### src/cs_params.svh
`ifndef CS_PARAMS_SVH
`define CS_PARAMS_SVH

// tile geometry, one 16x16 bayer tile
`define CS_TILE_PIXELS 256

// extra latency of the jp4diff window over plain jp4
`define CS_JP4DIFF_DELAY 17

// apb slave address width and register map
`define CS_APB_AW 4
`define CS_REG_MODE 4'h0
`define CS_REG_STATUS 4'h4

`endif

### src/cs_pkg.sv
package cs_pkg;

    // converter mode codes, numbering kept from the camera register map
    typedef enum logic [2:0] {
        CS_MONO16  = 3'd2, // monochrome, 16x16 tile
        CS_JP4     = 3'd3, // bayer split into four 8x8 blocks
        CS_JP4DIFF = 3'd4  // jp4 with per-cell base differences
    } cs_conv_e;

    // per-frame configuration, frame_en ends up in bit 0
    typedef struct packed {
        logic [1:0] bayer_phase; // base pixel position in the 2x2 cell
        logic       hdr;         // second green absolute
        logic       scale_diff;  // halve differences
        cs_conv_e   conv_type;
        logic       frame_en;
    } cs_cfg_t;

    // one sample to the external tile buffer
    typedef struct packed {
        logic              we;
        logic [7:0]        addr;
        logic signed [8:0] y;
    } cs_pix_t;

    // unsigned pixel to signed sample, black at -128
    function automatic logic signed [8:0] cs_level_shift(input logic [7:0] d);
        return $signed({1'b0, d}) - 9'sd128;
    endfunction

endpackage

### src/cs_apb_regs.sv
`include "cs_params.svh"

module cs_apb_regs (
    input  logic                   xclk,
    input  logic                   rst,
    input  logic [`CS_APB_AW-1:0]  paddr,
    input  logic                   psel,
    input  logic                   penable,
    input  logic                   pwrite,
    input  logic [31:0]            pwdata,
    output logic [31:0]            prdata,
    output logic                   pready,
    output logic                   pslverr,
    output cs_pkg::cs_cfg_t        cfg,
    input  logic                   tile_done  // one pulse per enabled tile
);
    import cs_pkg::*;

    logic        access;     // apb access phase
    logic        sel_mode;
    logic        sel_status;
    logic        type_ok;    // written conv_type is a known mode
    logic        bad_access;
    logic [15:0] tile_cnt;

    assign access     = psel & penable;
    assign sel_mode   = paddr == `CS_REG_MODE;
    assign sel_status = paddr == `CS_REG_STATUS;

    // only the three kept modes are legal
    always_comb begin
        case (pwdata[3:1])
            CS_MONO16, CS_JP4, CS_JP4DIFF: type_ok = 1'b1;
            default:                       type_ok = 1'b0;
        endcase
    end

    // unmapped address, or mode write with an unknown converter
    assign bad_access = !(sel_mode || sel_status) || (sel_mode && pwrite && !type_ok);

    assign pready  = 1'b1;                  // zero wait states
    assign pslverr = access & bad_access;

    always_comb begin
        prdata = 32'h0;
        if (sel_mode)
            prdata = {24'h0, cfg};          // same layout as cs_cfg_t
        else if (sel_status)
            prdata = {16'h0, tile_cnt};
    end

    always_ff @(posedge xclk) begin
        if (rst) begin
            cfg <= '0;                      // frame disabled
        end else if (access && pwrite && sel_mode && type_ok) begin
            cfg <= cs_cfg_t'(pwdata[7:0]);
        end
    end

    // status is read-only and ignores writes
    always_ff @(posedge xclk) begin
        if (rst)
            tile_cnt <= 16'h0;
        else if (tile_done)
            tile_cnt <= tile_cnt + 16'h1;   // wraps
    end

    a_no_wait: assert property (@(posedge xclk) disable iff (rst) psel |-> pready);

endmodule

### src/cs_mono16.sv
`include "cs_params.svh"

module cs_mono16 (
    input  logic            xclk,
    input  logic            en,
    input  logic [7:0]      din,
    input  logic            pre_first_in,
    output cs_pkg::cs_pix_t pix,
    output logic            pre_first_out
);
    import cs_pkg::*;

    localparam int unsigned LAST = `CS_TILE_PIXELS - 1;

    logic [7:0] cnt;  // raster index of the pixel on din
    logic       act;  // inside a tile

    always_ff @(posedge xclk) begin
        if (pre_first_in)
            cnt <= 8'h0;
        else
            cnt <= cnt + 8'h1;

        if (pre_first_in)
            act <= 1'b1;
        else if (cnt == LAST[7:0] || !en)
            act <= 1'b0;  // stop after pixel 255
    end

    always_ff @(posedge xclk) begin
        pix.we        <= en & act;
        pix.addr      <= cnt;              // row in high nibble, column in low
        pix.y         <= cs_level_shift(din);
        pre_first_out <= pre_first_in;
    end

endmodule

### src/cs_jp4.sv
`include "cs_params.svh"

module cs_jp4 (
    input  logic            xclk,
    input  logic            en,
    input  logic [7:0]      din,
    input  logic            pre_first_in,
    output cs_pkg::cs_pix_t pix,
    output logic            pre_first_out
);
    import cs_pkg::*;

    localparam int unsigned LAST = `CS_TILE_PIXELS - 1;

    logic [7:0] cnt;   // {row, col} of the pixel on din
    logic       act;
    logic [7:0] addr;  // color-split address, before block remap

    always_ff @(posedge xclk) begin
        if (pre_first_in)
            cnt <= 8'h0;
        else
            cnt <= cnt + 8'h1;

        if (pre_first_in)
            act <= 1'b1;
        else if (cnt == LAST[7:0] || !en)
            act <= 1'b0;
    end

    // row/col parity go to the top of each half, so each bayer color
    // gets its own quadrant once cs_convert swaps bits
    assign addr = {cnt[4], cnt[7:5], cnt[0], cnt[3:1]};

    always_ff @(posedge xclk) begin
        pix.we        <= en & act;
        pix.addr      <= addr;
        pix.y         <= cs_level_shift(din);
        pre_first_out <= pre_first_in;
    end

endmodule

### src/cs_jp4diff.sv
`include "cs_params.svh"

module cs_jp4diff (
    input  logic            xclk,
    input  logic            en,
    input  logic [7:0]      din,
    input  logic            pre_first_in,
    input  logic            scale_diff,
    input  logic            hdr,
    input  logic [1:0]      bayer_phase,
    output cs_pkg::cs_pix_t pix,
    output logic            pre_first_out
);
    import cs_pkg::*;

    localparam int DLY = `CS_JP4DIFF_DELAY;
    localparam int unsigned LAST = `CS_TILE_PIXELS - 1;

    logic [7:0]        sr [0:DLY-1];    // sr[0] is pixel i, din is pixel i+17
    logic [DLY-1:0]    pfi_dl;          // tile start, delayed to the window
    logic [DLY-1:0]    en_dl;           // enable travels with the pixels
    logic [7:0]        cnt;             // raster index of sr[0]
    logic              act;
    logic              scale_l;
    logic              hdr_l;
    logic [1:0]        bp_l;
    logic [7:0]        base_mem [0:7];  // one base per cell of the row pair
    logic [7:0]        cell_base;
    logic [7:0]        base;
    logic [1:0]        pix_par;         // {row, col} parity of sr[0]
    logic              top_left;
    logic signed [8:0] diff;
    logic signed [8:0] y_nxt;

    always_ff @(posedge xclk) begin
        for (int j = 0; j < DLY - 1; j++) begin
            sr[j] <= sr[j+1];
        end
        sr[DLY-1] <= din;
        pfi_dl    <= {pfi_dl[DLY-2:0], pre_first_in};
        en_dl     <= {en_dl[DLY-2:0], en};
    end

    // window counter restarts 17 cycles after the tile start
    always_ff @(posedge xclk) begin
        if (pfi_dl[DLY-1])
            cnt <= 8'h0;
        else
            cnt <= cnt + 8'h1;

        if (pfi_dl[DLY-1])
            act <= 1'b1;
        else if (cnt == LAST[7:0])
            act <= 1'b0;

        if (pfi_dl[DLY-1]) begin
            scale_l <= scale_diff;  // hold through the delayed window
            hdr_l   <= hdr;
            bp_l    <= bayer_phase;
        end
    end

    assign pix_par  = {cnt[4], cnt[0]};
    assign top_left = pix_par == 2'b00;

    // with sr[0] at a cell top-left the whole cell is at hand
    always_comb begin
        case (bp_l)
            2'd0:    cell_base = sr[0];
            2'd1:    cell_base = sr[1];
            2'd2:    cell_base = sr[16];  // next row
            default: cell_base = din;     // next row, next col
        endcase
    end

    always_ff @(posedge xclk) begin
        if (top_left)
            base_mem[cnt[3:1]] <= cell_base;
    end

    assign base = top_left ? cell_base : base_mem[cnt[3:1]];
    assign diff = $signed({1'b0, sr[0]}) - $signed({1'b0, base});

    always_comb begin
        if (pix_par == bp_l || (hdr_l && pix_par == ~bp_l))
            y_nxt = cs_level_shift(sr[0]);  // base, or diagonal green in hdr
        else if (scale_l)
            y_nxt = diff >>> 1;
        else
            y_nxt = diff;
    end

    always_ff @(posedge xclk) begin
        pix.we        <= en_dl[DLY-1] & act;
        pix.addr      <= {cnt[4], cnt[7:5], cnt[0], cnt[3:1]};  // jp4 order
        pix.y         <= y_nxt;
        pre_first_out <= pfi_dl[DLY-1];
    end

    // the last write of a tile is followed by silence or a new tile
    a_tile_len: assert property (@(posedge xclk)
        pix.we && pix.addr == 8'hff && !pre_first_out |=> !pix.we);

endmodule

### src/cs_convert.sv
module cs_convert (
    input  logic            xclk,
    input  logic            rst,
    input  cs_pkg::cs_cfg_t cfg,
    input  logic [7:0]      mb_din,
    input  logic            pre_first_in,
    output cs_pkg::cs_pix_t pix_out,
    output logic            pre_first_out
);
    import cs_pkg::*;

    cs_cfg_t    cfg_r;      // config of the tile now entering
    logic [2:0] en;         // {jp4diff, jp4, mono16}
    cs_pix_t    mono_pix;
    cs_pix_t    jp4_pix;
    cs_pix_t    diff_pix;
    cs_pix_t    src;
    logic       mono_pfo;
    logic       jp4_pfo;
    logic       diff_pfo;

    always_ff @(posedge xclk) begin
        if (rst)
            cfg_r <= '0;
        else if (pre_first_in)
            cfg_r <= cfg;   // mode changes only at tile start
    end

    assign en[0] = cfg_r.frame_en && cfg_r.conv_type == CS_MONO16;
    assign en[1] = cfg_r.frame_en && cfg_r.conv_type == CS_JP4;
    assign en[2] = cfg_r.frame_en && cfg_r.conv_type == CS_JP4DIFF;

    cs_mono16 u_mono16 (
        .xclk          (xclk),
        .en            (en[0]),
        .din           (mb_din),
        .pre_first_in  (pre_first_in),
        .pix           (mono_pix),
        .pre_first_out (mono_pfo)
    );

    cs_jp4 u_jp4 (
        .xclk          (xclk),
        .en            (en[1]),
        .din           (mb_din),
        .pre_first_in  (pre_first_in),
        .pix           (jp4_pix),
        .pre_first_out (jp4_pfo)
    );

    cs_jp4diff u_jp4diff (
        .xclk          (xclk),
        .en            (en[2]),
        .din           (mb_din),
        .pre_first_in  (pre_first_in),
        .scale_diff    (cfg_r.scale_diff),
        .hdr           (cfg_r.hdr),
        .bayer_phase   (cfg_r.bayer_phase),
        .pix           (diff_pix),
        .pre_first_out (diff_pfo)
    );

    // pick by write enable, not by cfg_r: the tail of the previous tile
    // may still be in flight after the next pre_first_in
    always_comb begin
        if (diff_pix.we)
            src = diff_pix;    // oldest pipeline first
        else if (jp4_pix.we)
            src = jp4_pix;
        else
            src = mono_pix;
    end

    always_ff @(posedge xclk) begin
        pix_out.addr <= {src.addr[7], src.addr[3], src.addr[6:4], src.addr[2:0]};
        pix_out.y    <= src.y;
        if (rst) begin
            pix_out.we    <= 1'b0;
            pre_first_out <= 1'b0;
        end else begin
            pix_out.we    <= src.we;
            pre_first_out <= |(en & {diff_pfo, jp4_pfo, mono_pfo});  // disabled tiles stay silent
        end
    end

    // one converter at a time, switching only right after a tile start
    a_one_conv: assert property (@(posedge xclk) disable iff (rst)
        $onehot0(en) && (!$changed(en) || $past(pre_first_in)));

endmodule

### src/cs_top.sv
`include "cs_params.svh"

module cs_top (
    input  logic                  xclk,
    input  logic                  rst,
    input  logic [`CS_APB_AW-1:0] paddr,
    input  logic                  psel,
    input  logic                  penable,
    input  logic                  pwrite,
    input  logic [31:0]           pwdata,
    output logic [31:0]           prdata,
    output logic                  pready,
    output logic                  pslverr,
    input  logic [7:0]            mb_din,        // bayer pixels, scanline order
    input  logic                  pre_first_in,
    output cs_pkg::cs_pix_t       pix_out,       // to the 256-byte tile buffer
    output logic                  pre_first_out
);
    import cs_pkg::*;

    cs_cfg_t cfg;

    cs_apb_regs u_regs (
        .xclk      (xclk),
        .rst       (rst),
        .paddr     (paddr),
        .psel      (psel),
        .penable   (penable),
        .pwrite    (pwrite),
        .pwdata    (pwdata),
        .prdata    (prdata),
        .pready    (pready),
        .pslverr   (pslverr),
        .cfg       (cfg),
        .tile_done (pre_first_out)  // tile counter
    );

    cs_convert u_convert (
        .xclk          (xclk),
        .rst           (rst),
        .cfg           (cfg),
        .mb_din        (mb_din),
        .pre_first_in  (pre_first_in),
        .pix_out       (pix_out),
        .pre_first_out (pre_first_out)
    );

endmodule

### config.mk
export PLATFORM = sky130hd
export DESIGN_NAME = cs_top
export DESIGN_NICKNAME = d
export VERILOG_FILES = /design/src/cs_pkg.sv /design/src/cs_apb_regs.sv /design/src/cs_mono16.sv /design/src/cs_jp4.sv /design/src/cs_jp4diff.sv /design/src/cs_convert.sv /design/src/cs_top.sv
export VERILOG_INCLUDE_DIRS = /design/src
export SDC_FILE = /design/constraint.sdc
export NUM_CORES = 1
export LEC_CHECK = 0
export BUFFER_PORTS_ARGS = -buffer_cell sky130_fd_sc_hd__buf_2
export CAP_MARGIN = 25
export CORE_MARGIN = 2
export CORE_UTILIZATION = 58
export CTS_CLUSTER_SIZE = 10
export DETAILED_ROUTE_END_ITERATION = 8
export PLACE_DENSITY = 0.88
export SYNTH_ARGS = -nofsm -noshare
export SYNTH_HDL_FRONTEND = slang
export SYNTH_HIERARCHICAL = 1
export SYNTH_SLANG_ARGS = --single-unit
### constraint.sdc
create_clock -name xclk -period 3.78 [get_ports xclk]
set_clock_uncertainty 0.05 [all_clocks]
set_input_delay 0.756 -clock xclk [delete_from_list [all_inputs] [get_ports xclk]]
set_output_delay 0.756 -clock xclk [all_outputs]
set_load 0.02 [all_outputs]
==> results of run 1 <==
-- power by group --
group / switching [uW] / internal (uW)
combinational: 284 / 175
clock: 1440 / 2220
sequential: 74.5 / 4220
total: 1800 / 6610
-- worst max-delay path by stage --
| stage | to | depth (start not counted) | from |
|---|---|---|---|
| 6_report | u_convert/u_jp4diff/pix[3]$_DFF_P_ | 10 | u_convert/u_jp4diff/cnt[2]$_SDFF_PP0_ |
| 5_1_grt | u_convert/u_jp4diff/pix[6]$_DFF_P_ | 10 | u_convert/u_jp4diff/cnt[2]$_SDFF_PP0_ |
| 4_1_cts | u_convert/u_jp4diff/pix[6]$_DFF_P_ | 10 | u_convert/u_jp4diff/cnt[2]$_SDFF_PP0_ |
| 3_5_place_dp | u_convert/u_jp4diff/pix[6]$_DFF_P_ | 11 | mb_din[0] |
| 3_3_place_gp | u_convert/u_jp4diff/pix[7]$_DFF_P_ | 12 | u_convert/u_jp4diff/cnt[2]$_SDFF_PP0_ |
| 2_1_floorplan | u_convert/u_jp4diff/pix[5]$_DFF_P_ | 10 | mb_din[0] |
-- metal layers --
layer / track usage / part of all wire
met1: 0.273 / 0.42
met2: 0.344 / 0.49
met3: 0.0381 / 0.066
met4: 0.0883 / 0.026
met5: 0 / 0
-- layout by cell type, fill, tap and decap left out, types with 10 or more instances in the layout --
cell | Yosys | layout
sky130_fd_sc_hd__mux2i_1 | 55 | 55
sky130_fd_sc_hd__nor2b_1 | 14 | 14
sky130_fd_sc_hd__dfxtp_1 | 303 | 303
sky130_fd_sc_hd__inv_1 | 12 | 12
sky130_fd_sc_hd__nor2_1 | 72 | 72
sky130_fd_sc_hd__nand3_1 | 17 | 17
sky130_fd_sc_hd__clkbuf_1 | 12 | 15
sky130_fd_sc_hd__nand4_1 | 11 | 11
sky130_fd_sc_hd__edfxtp_1 | 68 | 68
sky130_fd_sc_hd__nand2_1 | 41 | 41
sky130_fd_sc_hd__and3_1 | 10 | 10
sky130_fd_sc_hd__conb_1 | 2 | 17
sky130_fd_sc_hd__or3_1 | 16 | 16
sky130_fd_sc_hd__xor2_1 | 13 | 13
sky130_fd_sc_hd__o21ai_0 | 31 | 31
sky130_fd_sc_hd__buf_4 | 22 | 11
sky130_fd_sc_hd__ha_1 | 12 | 12
sky130_fd_sc_hd__a21oi_1 | 34 | 34
sky130_fd_sc_hd__buf_2 | 12 | 61
sky130_fd_sc_hd__clkbuf_16 | 0 | 44
sky130_fd_sc_hd__nand2b_1 | 21 | 21
-- per-stage QoR --
step,instances,total power (uW),hold slack (ps),setup slack [ps]
2_1_floorplan,916,4690,260,849
5_1_grt,1266,8690,277,162
4_1_cts,1266,8470,271,433
3_3_place_gp,1202,4780,260,424
3_5_place_dp,1202,4810,262,341
6_report,1266,8420,270,362
-- final cells by class --
cell class | instances | area, sq um | area share
clock buffer | 61 | 1180 | 0.0885
clock inverter | 3 | 55.1 | 0.00411
timing repair buffer | 72 | 388 | 0.0290
sequential | 371 | 8110 | 0.606
inverter | 12 | 45.0 | 0.00336
multi-input combinational | 477 | 3270 | 0.244
tap | 270 | 338 | 0.0252
-- Yosys cell counts (11+ instances only) --
cell type and instances:
sky130_fd_sc_hd__a21oi_1 34, sky130_fd_sc_hd__buf_2 12, sky130_fd_sc_hd__buf_4 22, sky130_fd_sc_hd__clkbuf_1 12
sky130_fd_sc_hd__dfxtp_1 303, sky130_fd_sc_hd__edfxtp_1 68, sky130_fd_sc_hd__ha_1 12, sky130_fd_sc_hd__inv_1 12
sky130_fd_sc_hd__mux2i_1 55, sky130_fd_sc_hd__nand2_1 41, sky130_fd_sc_hd__nand2b_1 21, sky130_fd_sc_hd__nand3_1 17
sky130_fd_sc_hd__nand4_1 11, sky130_fd_sc_hd__nor2_1 72, sky130_fd_sc_hd__nor2b_1 14, sky130_fd_sc_hd__o21ai_0 31
sky130_fd_sc_hd__or3_1 16, sky130_fd_sc_hd__xor2_1 13
-- worst register-to-register path, stage by stage (launching register included) --
cell                       delay, ps
sky130_fd_sc_hd__dfxtp_1         720
sky130_fd_sc_hd__mux4_2          580
sky130_fd_sc_hd__mux2i_1         200
sky130_fd_sc_hd__o21ai_0         160
sky130_fd_sc_hd__ha_1            290
sky130_fd_sc_hd__fa_1            420
sky130_fd_sc_hd__nand2b_1        180
sky130_fd_sc_hd__a21boi_0        250
sky130_fd_sc_hd__or3_1           180
sky130_fd_sc_hd__nand3_1          80
sky130_fd_sc_hd__a21oi_1         210
-- registers in the layout, indices dropped and copies added (netlist names), 8 cells and up --
register                      count
u_convert/pix_out                18
u_convert/u_jp4diff/base_mem     64
u_convert/u_jp4diff/sr          136
u_convert/u_jp4diff/cnt           8
u_convert/u_jp4diff/en_dl        17
u_regs/cfg                        8
u_regs/tile_cnt                  16
u_convert/u_mono16/cnt            8
u_convert/u_mono16/pix           17
u_convert/cfg_r                   8
u_convert/u_jp4/cnt               8
u_convert/u_jp4diff/pfi_dl       17
u_convert/u_jp4diff/pix          18
u_convert/u_jp4/pix              17
-- logic make-up after synthesis --
kind of cell             after synthesis
flip-flops                           371
AND/OR/NAND/NOR                      237
AO/OA/AOI/OAI                        115
multiplexers                          75
buffers and inverters                 68
XOR/XNOR                              20
adder cells (fa/ha/maj)               13
other                                  2
==> impl_summary.txt, run 1 <==
----------------------------------------------------
[Outcome]
  Result of the run ... completed

[Setup path]
  Reg-to-reg slack, setup ... about 360 ps
  Worst path bufs/invs ... 0
  Category of the critical setup timing path ... flop to flop
  CP Capture Type ... flop
  Length in cells of the worst reg-to-reg path ... 10
  Maximum fanout encountered on the critical timing path ... 15
  Slowest cell on the critical path ... sky130_fd_sc_hd__dfxtp_1
  Startpoint of the worst-slack reg-to-reg timing path ... u_convert/u_jp4diff/cnt[2]$_SDFF_PP0_
  CP peak stage delay ... around 720 ps
  Kind of cell adding the most delay to the critical path ... multiplexers
  Worst Path Required ... between 4000 and 5000 ps
  Worst Path Arrival ... ~3800 ps
  Crit start category ... flop
  Capturing point of the worst reg2reg path ... u_convert/u_jp4diff/pix[3]$_DFF_P_
  Cells along the critical path ... mux4_2 > mux2i_1 > o21ai_0 > ha_1 > fa_1 > nand2b_1 > a21boi_0 > or3_1 > nand3_1 > a21oi_1

[Synthesis]
  Async S/R FF share, synth ... 0
  Post-synthesis mux area share ... 0.0801
  Area share of and/or/nand/nor cells after synthesis ... 0.104
  Area fraction in compound gates after synthesis ... 0.0598
  Post-Synthesis Cells ... about 900
  Number of different library cells in the post-synthesis netlist ... 64
  Post-synthesis xor/xnor area fraction ... 0.0149
  Cell type contributing the most total cell area after synthesis ... sky130_fd_sc_hd__dfxtp_1
  Share of synthesized area occupied by flip-flops and latches ... 0.690
  Combined area of all synthesized cells ... 11700 sq um
  Dominant combinational cell family by area after synthesis ... simple AND/OR/NAND/NOR gates
  Synthesis-stage register bit count ... approximately 370
  Share of the synthesized area in the top cell type ... 0.517
  Post-Syn Area per Cell ... between 10 and 15 sq um
  Most area-consuming cells after synthesis ... sky130_fd_sc_hd__dfxtp_1, sky130_fd_sc_hd__edfxtp_1, sky130_fd_sc_hd__mux2i_1
  Synth warn ... 6
  Primary FF master, synth ... sky130_fd_sc_hd__dfxtp_1
  EDFF count, synth ... 68
  Adder-cell area share of the yosys netlist ... 0.0145

[Clock network]
  Clock root buffer ... sky130_fd_sc_hd__clkbuf_16
  TritonCTS buffer count ... 43
  Hold buffer count at CTS ... 0
  Clock slew at reported path FFs ... about 50 ps
  CTS H-tree depth ... 2
  Clock latency on the worst-skew pair ... roughly 530 ps
  Max Buffers Root-to-Sink ... 3
  CTS sink count ... 371
  Post-CTS Resized ... 0
  Setup fix buffers added after clock tree synthesis ... 0
  TritonCTS clock tree ... done

[Global route]
  Largest net degree at the start of global routing ... slightly below 50
  Wire length of the first global-routing pass ... ~36000 um
  GR Overflow Total ... 0
  Total global routing track utilization ... 0.209
  Via count of the first global-routing pass ... 6952
  Antenna violations before repair ... 0

[Cells and area]
  Net total in the final layout ... 1040
  Fin util ... 0.668
  Post-layout instance area ... 13400 sq um
  Share of post-route cells with drive strength above 1 ... 0.140
  Number of diodes added for antenna fixing ... 0
  Signed area change from the synthesized netlist to the final layout ... 14.0%
  # fillers ... 1392

[Timing]
  Hold Violations, Final ... 0
  Shortest clock period the worst path allows after layout ... ~3400 ps
  Transition at the pin with the smallest max-transition slack ... a little under 1000 ps
  Achievable frequency ... 0.293 GHz
  Ratio of final minimum period to clock period ... 0.904
  Final count of pins violating max slew ... 0
  Final Setup Violations ... 0
  Total Negative Setup Slacks ... 0 ps
  Setup repair after global routing missed its margin ... no
  Rel. slew slack ... 0.343

[Hold path]
  Hold depth ... 0
  Start point of the worst min-delay path ... u_convert/u_jp4diff/sr[0][91]$_DFF_P_
  Worst Hold Class ... flop to flop
  End point of the worst hold path ... u_convert/u_jp4diff/sr[0][83]$_DFF_P_

[Drt]
  Pre-antenna DRT Iters ... 5
  Iteration-0 DRC Markers ... 410
  Mean number of vias per cell ... about 5.5
  Average wire per cell in the routed design ... roughly 17 um
  Number of vias after detailed routing ... ~7000
  Remaining antenna violation count ... 0
  DRC violations left ... 0
  Routed wire length ... 22200 um

[Die]
  Die span in x ... ~150 um
  Floorplan core area ... around 20000 sq um
  Initial Utilization ... 0.586
  Standard-cell rows ... 52
  Height of the chip ... 146 um
  Die Footprint ... between 20000 and 25000 sq um
  Number of top-level pins ... approximately 100

[Placed design]
  Placed cell areas ... about 12000 sq um
  Count of input and output buffers ... 61
  Routability Congestion ... roughly 0.87
  HPWL reported at the end of detailed placement ... about 13000 um

[Power and ir drop]
  Leakage power of the design ... ~0.0052 uW
  Pwr per Cell Area ... around 630 nW/um^2
  Peak supply drop ... about 0.00037 V

[Job]
  Number of maximum-capacitance constraint violations ... 0

----------------------------------------------------
No activity file was read; power rests on OpenSTA's default activity.
==> run 2, diff against run 1 <==
Settings changed: CORE_ASPECT_RATIO set to 1.1.
==> run 2 against run 1 <==
  * Critical path depth increased by 2
  * Critical path type unchanged
  * Die area hardly changed
  * Final area is 0.50% lower
==> impl_summary.txt, run 2 (same netlist as run 1, synthesis figures left out) <==
----------------------------------------------------
[Global route]
  Via count of the first global-routing pass ... 6932 (-0.29%)
  Wire length of the first global-routing pass ... 35000 um (-1.8%)
  GR Overflow Total ... 0 (unchanged)
  Antenna violations before repair ... 1 (+1)
  Largest net degree at the start of global routing ... 49 (unchanged)
  Total global routing track utilization ... 0.203 (-0.00574)

[Cells and area]
  Commonest non-fill, non-tap cells in the layout ... sky130_fd_sc_hd__dfxtp_1, sky130_fd_sc_hd__nor2_1, sky130_fd_sc_hd__edfxtp_1
  Net total in the final layout ... 1036 (-0.38%)
  Top register by number of flip-flops ... u_convert/u_jp4diff/sr
  Leading cell type in the layout, fill and taps excluded ... sky130_fd_sc_hd__dfxtp_1
  Number of flip-flops in the largest register ... 136 (unchanged)
  Signed area change from the synthesized netlist to the final layout ... 13.4%
  Share of post-route cells with drive strength above 1 ... 0.136 (-0.00333)

[Setup path]
  Crit start category ... flop
  Worst Path Required ... 4130 ps (-30 ps)
  Maximum fanout encountered on the critical timing path ... 21 (+6)
  CP Capture Type ... flop
  Category of the critical setup timing path ... flop to flop
  Worst Path Arrival ... 3780 ps (-20 ps)

[Timing]
  Rel. slew slack ... 0.363 (+0.0206)
  Transition at the pin with the smallest max-transition slack ... 951 ps (-30.8 ps)
  Shortest clock period the worst path allows after layout ... 3430 ps (+9.53 ps)
  Minimum hold slack ... 270 ps (-0.315 ps)
  Achievable frequency ... 0.292 GHz (-0.28%)
  Final count of pins violating max slew ... 0 (unchanged)
  Setup repair after global routing missed its margin ... no
  Hold Violations, Final ... 0 (unchanged)
  Final Setup Violations ... 0 (unchanged)
  Ratio of final minimum period to clock period ... 0.907 (+0.00252)
  Total Negative Setup Slacks ... 0 ps (unchanged)

[Drt]
  Mean number of vias per cell ... 5.53 (+0.27%)
  Pre-antenna DRT Iters ... 5 (unchanged)
  Remaining antenna violation count ... 0 (unchanged)
  Average wire per cell in the routed design ... 17.6 um (+0.65%)
  Iteration-0 DRC Markers ... 512 (+25%)
  DRC violations left ... 0 (unchanged)
  Number of vias after detailed routing ... 6879 (-1.5%)
  Routed wire length ... 21900 um (-1.1%)

[Die]
  Floorplan core area ... 19900 sq um (-0.87%)
  Initial Utilization ... 0.591 (+0.00517)
  Height of the chip ... 153 um (+4.7%)
  Number of top-level pins ... 103 (unchanged)
  Die span in x ... 140 um (-4.5%)
  Standard-cell rows ... 54 (+3.8%)
  Die Footprint ... 21400 sq um (about the same)

[Clock network]
  Max Buffers Root-to-Sink ... 3 (unchanged)
  CTS sink count ... 371 (unchanged)
  Post-CTS Resized ... 0 (unchanged)
  Setup fix buffers added after clock tree synthesis ... 0 (unchanged)
  Hold buffer count at CTS ... 0 (unchanged)
  Clock latency on the worst-skew pair ... 520 ps (about the same)
  TritonCTS clock tree ... done
  TritonCTS buffer count ... 43 (unchanged)
  Clock slew at reported path FFs ... 50 ps (about the same)
  Clock root buffer ... sky130_fd_sc_hd__clkbuf_16
  CTS H-tree depth ... 2 (unchanged)

[Job]
  Number of maximum-capacitance constraint violations ... 0 (unchanged)

[Hold path]
  Worst Hold Class ... flop to flop

[Power and ir drop]
  Pwr per Cell Area ... 624 nW/um^2 (-0.72%)
  Peak supply drop ... 0.000435 V (+19%)
  Leakage power of the design ... 0.00520 uW (-0.59%)
  Overall power after layout ... 8310 uW (-1.2%)

[Placed design]
  Routability Congestion ... 0.873 (about the same)
  Count of input and output buffers ... 61 (unchanged)
  HPWL reported at the end of detailed placement ... 13400 um (-0.25%)

[Outcome]
  Result of the run ... completed

----------------------------------------------------
[run 2: cell types whose count changed in the layout (fill, tap and decap cells not counted)]
| cell | delta |
|---|---|
| sky130_fd_sc_hd__diode_2 | +1 |
| sky130_fd_sc_hd__clkbuf_1 | -1 |
| sky130_fd_sc_hd__clkbuf_8 | -1 |
| sky130_fd_sc_hd__buf_8 | +1 |
| sky130_fd_sc_hd__inv_6 | +2 |
| sky130_fd_sc_hd__clkbuf_16 | -1 |
| sky130_fd_sc_hd__buf_12 | +1 |
| sky130_fd_sc_hd__clkinv_8 | -1 |
| sky130_fd_sc_hd__buf_4 | -6 |
| sky130_fd_sc_hd__clkinv_2 | +1 |
[run 2: worst max-delay path, cell delays in order, from the launching register on]
cell,delay [ps]
sky130_fd_sc_hd__dfxtp_1,680
sky130_fd_sc_hd__buf_12,250
sky130_fd_sc_hd__mux2i_1,210
sky130_fd_sc_hd__nor2_1,50
sky130_fd_sc_hd__a211o_1,280
sky130_fd_sc_hd__a221o_1,370
sky130_fd_sc_hd__o21ai_0,110
sky130_fd_sc_hd__ha_1,340
sky130_fd_sc_hd__nand2b_1,140
sky130_fd_sc_hd__a21boi_0,110
sky130_fd_sc_hd__or3_1,350
sky130_fd_sc_hd__a31oi_1,260
sky130_fd_sc_hd__a21oi_1,100
[run 2: metrics by stage]
step | worst slack, ps | cells | instance area, sq um | util
2_1_floorplan | 849 | 916 | 11800 | -
3_3_place_gp | 437 | 1179 | 12100 | 0.609
3_5_place_dp | 377 | 1180 | 12100 | 0.610
4_1_cts | 377 | 1243 | 13300 | 0.671
5_1_grt | 207 | 1244 | 13300 | 0.671
6_report | 353 | 1244 | 13300 | 0.671
[run 2: layout make-up]
| cell class | instances | area (sq um) |
|---|---|---|
| diodes | 1 | 2.50 |
| clock buffers | 58 | 1140 |
| clock inverters | 5 | 61.3 |
| fillers | 1316 | 6540 |
| inverters | 12 | 45.0 |
| multi-input cells | 477 | 3270 |
| flip-flops and latches | 371 | 8110 |
| well taps | 252 | 315 |
| repair buffers | 68 | 378 |
[run 2: per-layer routing]
metal,wire (um),GRT usage,vias up
met4,529,0.0748,0
met1,9240,0.255,3331
met5,0,0,-
li1,-,-,3268
met3,1200,0.0448,48
met2,10900,0.346,232
[run 2: power by group]
part / switching (uW) / internal [uW] / total (uW)
clock: 1420 / 2160 / 3570
combinational: 278 / 171 / 449
sequential: 75.0 / 4220 / 4290
[run 2: path summary, 6_finish.rpt]
path,slack [ps],depth (start not counted),from,to
min reg2reg,270,0,u_convert/u_jp4diff/sr[0][64]$_DFF_P_,u_convert/u_jp4diff/sr[0][56]$_DFF_P_
min,270,0,u_convert/u_jp4diff/sr[0][64]$_DFF_P_,u_convert/u_jp4diff/sr[0][56]$_DFF_P_
max,350,12,u_convert/u_jp4diff/cnt[3]$_SDFF_PP0_,u_convert/u_jp4diff/pix[4]$_DFF_P_
max reg2reg,350,12,u_convert/u_jp4diff/cnt[3]$_SDFF_PP0_,u_convert/u_jp4diff/pix[4]$_DFF_P_
==> run 3, diff against run 2 <==
Settings changed: ABC_AREA set to 1.
==> run 3 against run 2 <==
  * Highest routed layer unchanged
  * Critical path type unchanged
  * Fmax up 4.0%
  * Synthesized cell count up 25%
  * Clock power up 4%
  * Largest cell class unchanged
  * Final area up 0.97%
  * Global-route usage up 2.1 points
  * Power up 1.4%
  * Combinational power down 5.3%
  * Sequential share of layout area down 0.58 points
  * Hold slack about the same
==> impl_summary.txt, run 3 <==
----------------------------------------------------
[Die]
  Initial Utilization ... 0.593 (+0.00170)
  Die Footprint ... 21500 sq um (+0.28%)
  Floorplan core area ... 19900 sq um (unchanged)
  Die span in x ... 140 um (+0.14%)
  Height of the chip ... 153 um (+0.14%)
  Number of top-level pins ... 103 (unchanged)
  Standard-cell rows ... 54 (unchanged)

[Synthesis]
  Synthesis-stage register bit count ... 371 (unchanged)
  Cell type contributing the most total cell area after synthesis ... sky130_fd_sc_hd__dfxtp_1
  Most common cell in the synthesized netlist ... sky130_fd_sc_hd__dfxtp_1
  Number of different library cells in the post-synthesis netlist ... 46 (-28%)
  Synth top cells by count ... sky130_fd_sc_hd__dfxtp_1, sky130_fd_sc_hd__nand2_1, sky130_fd_sc_hd__nor2_1
  Share of the synthesized area in the top cell type ... 0.515 (-0.00148)
  EDFF count, synth ... 68 (unchanged)
  Combined area of all synthesized cells ... 11800 sq um (+0.29%)
  Primary FF master, synth ... sky130_fd_sc_hd__dfxtp_1
  Synth warn ... 6 (unchanged)
  Post-Syn Area per Cell ... 10.4 sq um (-20%)
  Async S/R FF share, synth ... 0 (unchanged)
  Most area-consuming cells after synthesis ... sky130_fd_sc_hd__dfxtp_1, sky130_fd_sc_hd__edfxtp_1, sky130_fd_sc_hd__nand2_1
  Share of synthesized area occupied by flip-flops and latches ... 0.688 (-0.00198)
  Post-Synthesis Cells ... 1129 (+25%)

[Global route]
  Met2 demand-to-capacity share in global routing ... 0.390 (+0.0436)
  Wire length of the first global-routing pass ... 38600 um (+10%)
  Top Usage Layer GRT ... met2
  Via count of the first global-routing pass ... 7801 (+13%)
  GR Overflow Total ... 0 (unchanged)
  Total global routing track utilization ... 0.224 (+0.0211)
  Largest net degree at the start of global routing ... 20 (-59%)
  Antenna violations before repair ... 0 (-1)
  Met1 track demand over resource in global routing ... 0.273 (+0.0178)
  GR Util met3 ... 0.0414 (-0.00345)

[Placed design]
  HPWL reported at the end of detailed placement ... 14900 um (+11%)
  Routability Congestion ... 0.950 (+8.9%)
  Placed Cells ... 1426 (+21%)
  Count of input and output buffers ... 61 (unchanged)
  Placed cell areas ... 12200 sq um (+0.72%)

[Setup path]
  Worst Path Required ... 4150 ps (+20 ps)
  Worst Path Arrival ... 3660 ps (-120 ps)
  Cells along the critical path ... nand3_1 > o22ai_1 > nor2_1 > nand2_1 > o21ai_1 > ha_1 > fa_1 > inv_1 > nand2_1 > nand2_1 > nand3_1 > o21ai_0 > nand2_1 > nand3_1 > nand2_1
  Slowest cell on the critical path ... sky130_fd_sc_hd__dfxtp_1
  Most common cell type on the critical path ... sky130_fd_sc_hd__nand2_1
  Category of the critical setup timing path ... flop to flop
  CP peak stage delay ... 730 ps (+50 ps)
  Crit start category ... flop
  Maximum fanout encountered on the critical timing path ... 12 (-43%)
  CP Capture Type ... flop

[Timing]
  Transition at the pin with the smallest max-transition slack ... 1060 ps (+107 ps)
  Hold Violations, Final ... 0 (unchanged)
  Achievable frequency ... 0.304 GHz (+4.0%)
  Rel. slew slack ... 0.294 (-0.0699)
  Final count of pins violating max slew ... 0 (unchanged)
  Minimum hold slack ... 269 ps (-0.214 ps)
  Final Setup Violations ... 0 (unchanged)
  Setup repair after global routing missed its margin ... no
  Shortest clock period the worst path allows after layout ... 3290 ps (-133 ps)
  Total Negative Setup Slacks ... 0 ps (unchanged)
  Ratio of final minimum period to clock period ... 0.872 (-0.0351)

[Cells and area]
  Signed area change from the synthesized netlist to the final layout ... 14.2%
  Leading cell type in the layout, fill and taps excluded ... sky130_fd_sc_hd__dfxtp_1
  Net total in the final layout ... 1282 (+24%)
  Top register by number of flip-flops ... u_convert/u_jp4diff/sr
  Post-route insts no fill ... 1485 (+19%)
  Number of flip-flops in the largest register ... 136 (unchanged)
  Commonest non-fill, non-tap cells in the layout ... sky130_fd_sc_hd__dfxtp_1, sky130_fd_sc_hd__nand2_1, sky130_fd_sc_hd__nor2_1
  Post-layout instance area ... 13500 sq um (+0.97%)
  Number of diodes added for antenna fixing ... 0 (-1)
  Share of post-route cells with drive strength above 1 ... 0.129 (-0.00727)

[Drt]
  Remaining antenna violation count ... 0 (unchanged)
  Number of vias after detailed routing ... 7859 (+14%)
  Pre-antenna DRT Iters ... 5 (unchanged)
  Routed wire length ... 24000 um (+9.5%)
  Average wire per cell in the routed design ... 16.2 um (-8.2%)
  Iteration-0 DRC Markers ... 680 (+33%)
  DRC violations left ... 0 (unchanged)
  Mean number of vias per cell ... 5.29 (-4.3%)

[Clock network]
  CTS sink count ... 371 (unchanged)
  CTS H-tree depth ... 2 (unchanged)
  Clock slew at reported path FFs ... 50 ps (about the same)
  TritonCTS clock tree ... done
  Clock latency on the worst-skew pair ... 520 ps (about the same)
  Clock root buffer ... sky130_fd_sc_hd__clkbuf_16
  Hold buffer count at CTS ... 0 (unchanged)
  Max Buffers Root-to-Sink ... 3 (unchanged)
  Setup fix buffers added after clock tree synthesis ... 0 (unchanged)
  Post-CTS Resized ... 0 (unchanged)
  TritonCTS buffer count ... 43 (unchanged)

[Job]
  Number of maximum-capacitance constraint violations ... 0 (unchanged)

[Power and ir drop]
  Peak supply drop ... 0.000469 V (+7.9%)
  Leakage power of the design ... 0.00570 uW (+9.5%)
  Pwr per Cell Area ... 627 nW/um^2 (+0.46%)
  Overall power after layout ... 8430 uW (+1.4%)

[Outcome]
  Result of the run ... completed

[Hold path]
  Worst Hold Class ... flop to flop

----------------------------------------------------
## run 3: changes by cell type after synthesis, moves of 11 or more
cell / previous run / this run
sky130_fd_sc_hd__inv_1: 12 / 91
sky130_fd_sc_hd__mux2i_1: 55 / 0
sky130_fd_sc_hd__nand2b_1: 21 / 0
sky130_fd_sc_hd__nor2_1: 72 / 115
sky130_fd_sc_hd__nand2_1: 41 / 211
sky130_fd_sc_hd__or3_1: 16 / 0
sky130_fd_sc_hd__nor3_1: 4 / 16
sky130_fd_sc_hd__xor2_1: 13 / 2
sky130_fd_sc_hd__nand3_1: 17 / 64
sky130_fd_sc_hd__a21oi_1: 34 / 78
sky130_fd_sc_hd__o21ai_0: 31 / 46
sky130_fd_sc_hd__nor2b_1: 14 / 0
## run 3: report_power, final
part / switching (uW) / internal [uW] / leakage (uW) / total (uW)
clock network: 1430 / 2270 / 0.000606 / 3710
registers: 81.5 / 4220 / 0.00315 / 4300
logic: 288 / 137 / 0.00194 / 425
## run 3: final timing paths
| path | depth (start not counted) | slack (ps) | start | endpoint |
|---|---|---|---|---|
| max | 15 | 490 | u_convert/u_jp4diff/cnt[1]$_SDFF_PP0_ | u_convert/u_jp4diff/pix[7]$_DFF_P_ |
| min | 0 | 270 | u_convert/u_jp4diff/sr[0][82]$_DFF_P_ | u_convert/u_jp4diff/sr[0][74]$_DFF_P_ |
| max reg2reg | 15 | 490 | u_convert/u_jp4diff/cnt[1]$_SDFF_PP0_ | u_convert/u_jp4diff/pix[7]$_DFF_P_ |
| min reg2reg | 0 | 270 | u_convert/u_jp4diff/sr[0][82]$_DFF_P_ | u_convert/u_jp4diff/sr[0][74]$_DFF_P_ |
## run 3: final cells by class
class | count | area [sq um]
repair buffers | 65 | 335
multi-input cells | 635 | 3040
clock inverters | 3 | 80.1
fillers | 1344 | 6410
clock buffers | 56 | 1170
flip-flops and latches | 371 | 8110
inverters | 103 | 407
well taps | 252 | 315
## run 3: cells by family (layout without fill, tap and decap cells)
logic type	Yosys count	count (layout)	share of synthesized area
AOI/OAI and AO/OA	146	146	0.0651
buffers and inverters	138	227	0.0583
xor gates and xnor gates	5	5	0.00372
and+or+nand+nor	454	454	0.169
adders and majority gates	13	13	0.0144
DFF	371	371	0.688
other	2	17	0.000638
## run 3: through the flow
step / setup slack (ps) / util
global placement: 716 / 0.614
floorplan: 1210 / -
finish: 485 / 0.677
detailed placement: 645 / 0.614
global route: 278 / 0.677
CTS: 574 / 0.677
## run 3: per-layer routing
layer | wire length, um | share of wire
met5 | 0 | 0
met4 | 797 | 0.033
met1 | 9810 | 0.41
met2 | 12100 | 0.50
met3 | 1340 | 0.056
## run 3: worst max-delay path, delay by kind of cell (launching register included)
family          cells  cell delay [ps]
fa+ha+maj           2              650
compound gates      3              550
buf+inv             1               90
simple gates        9             1100
flops               1              730
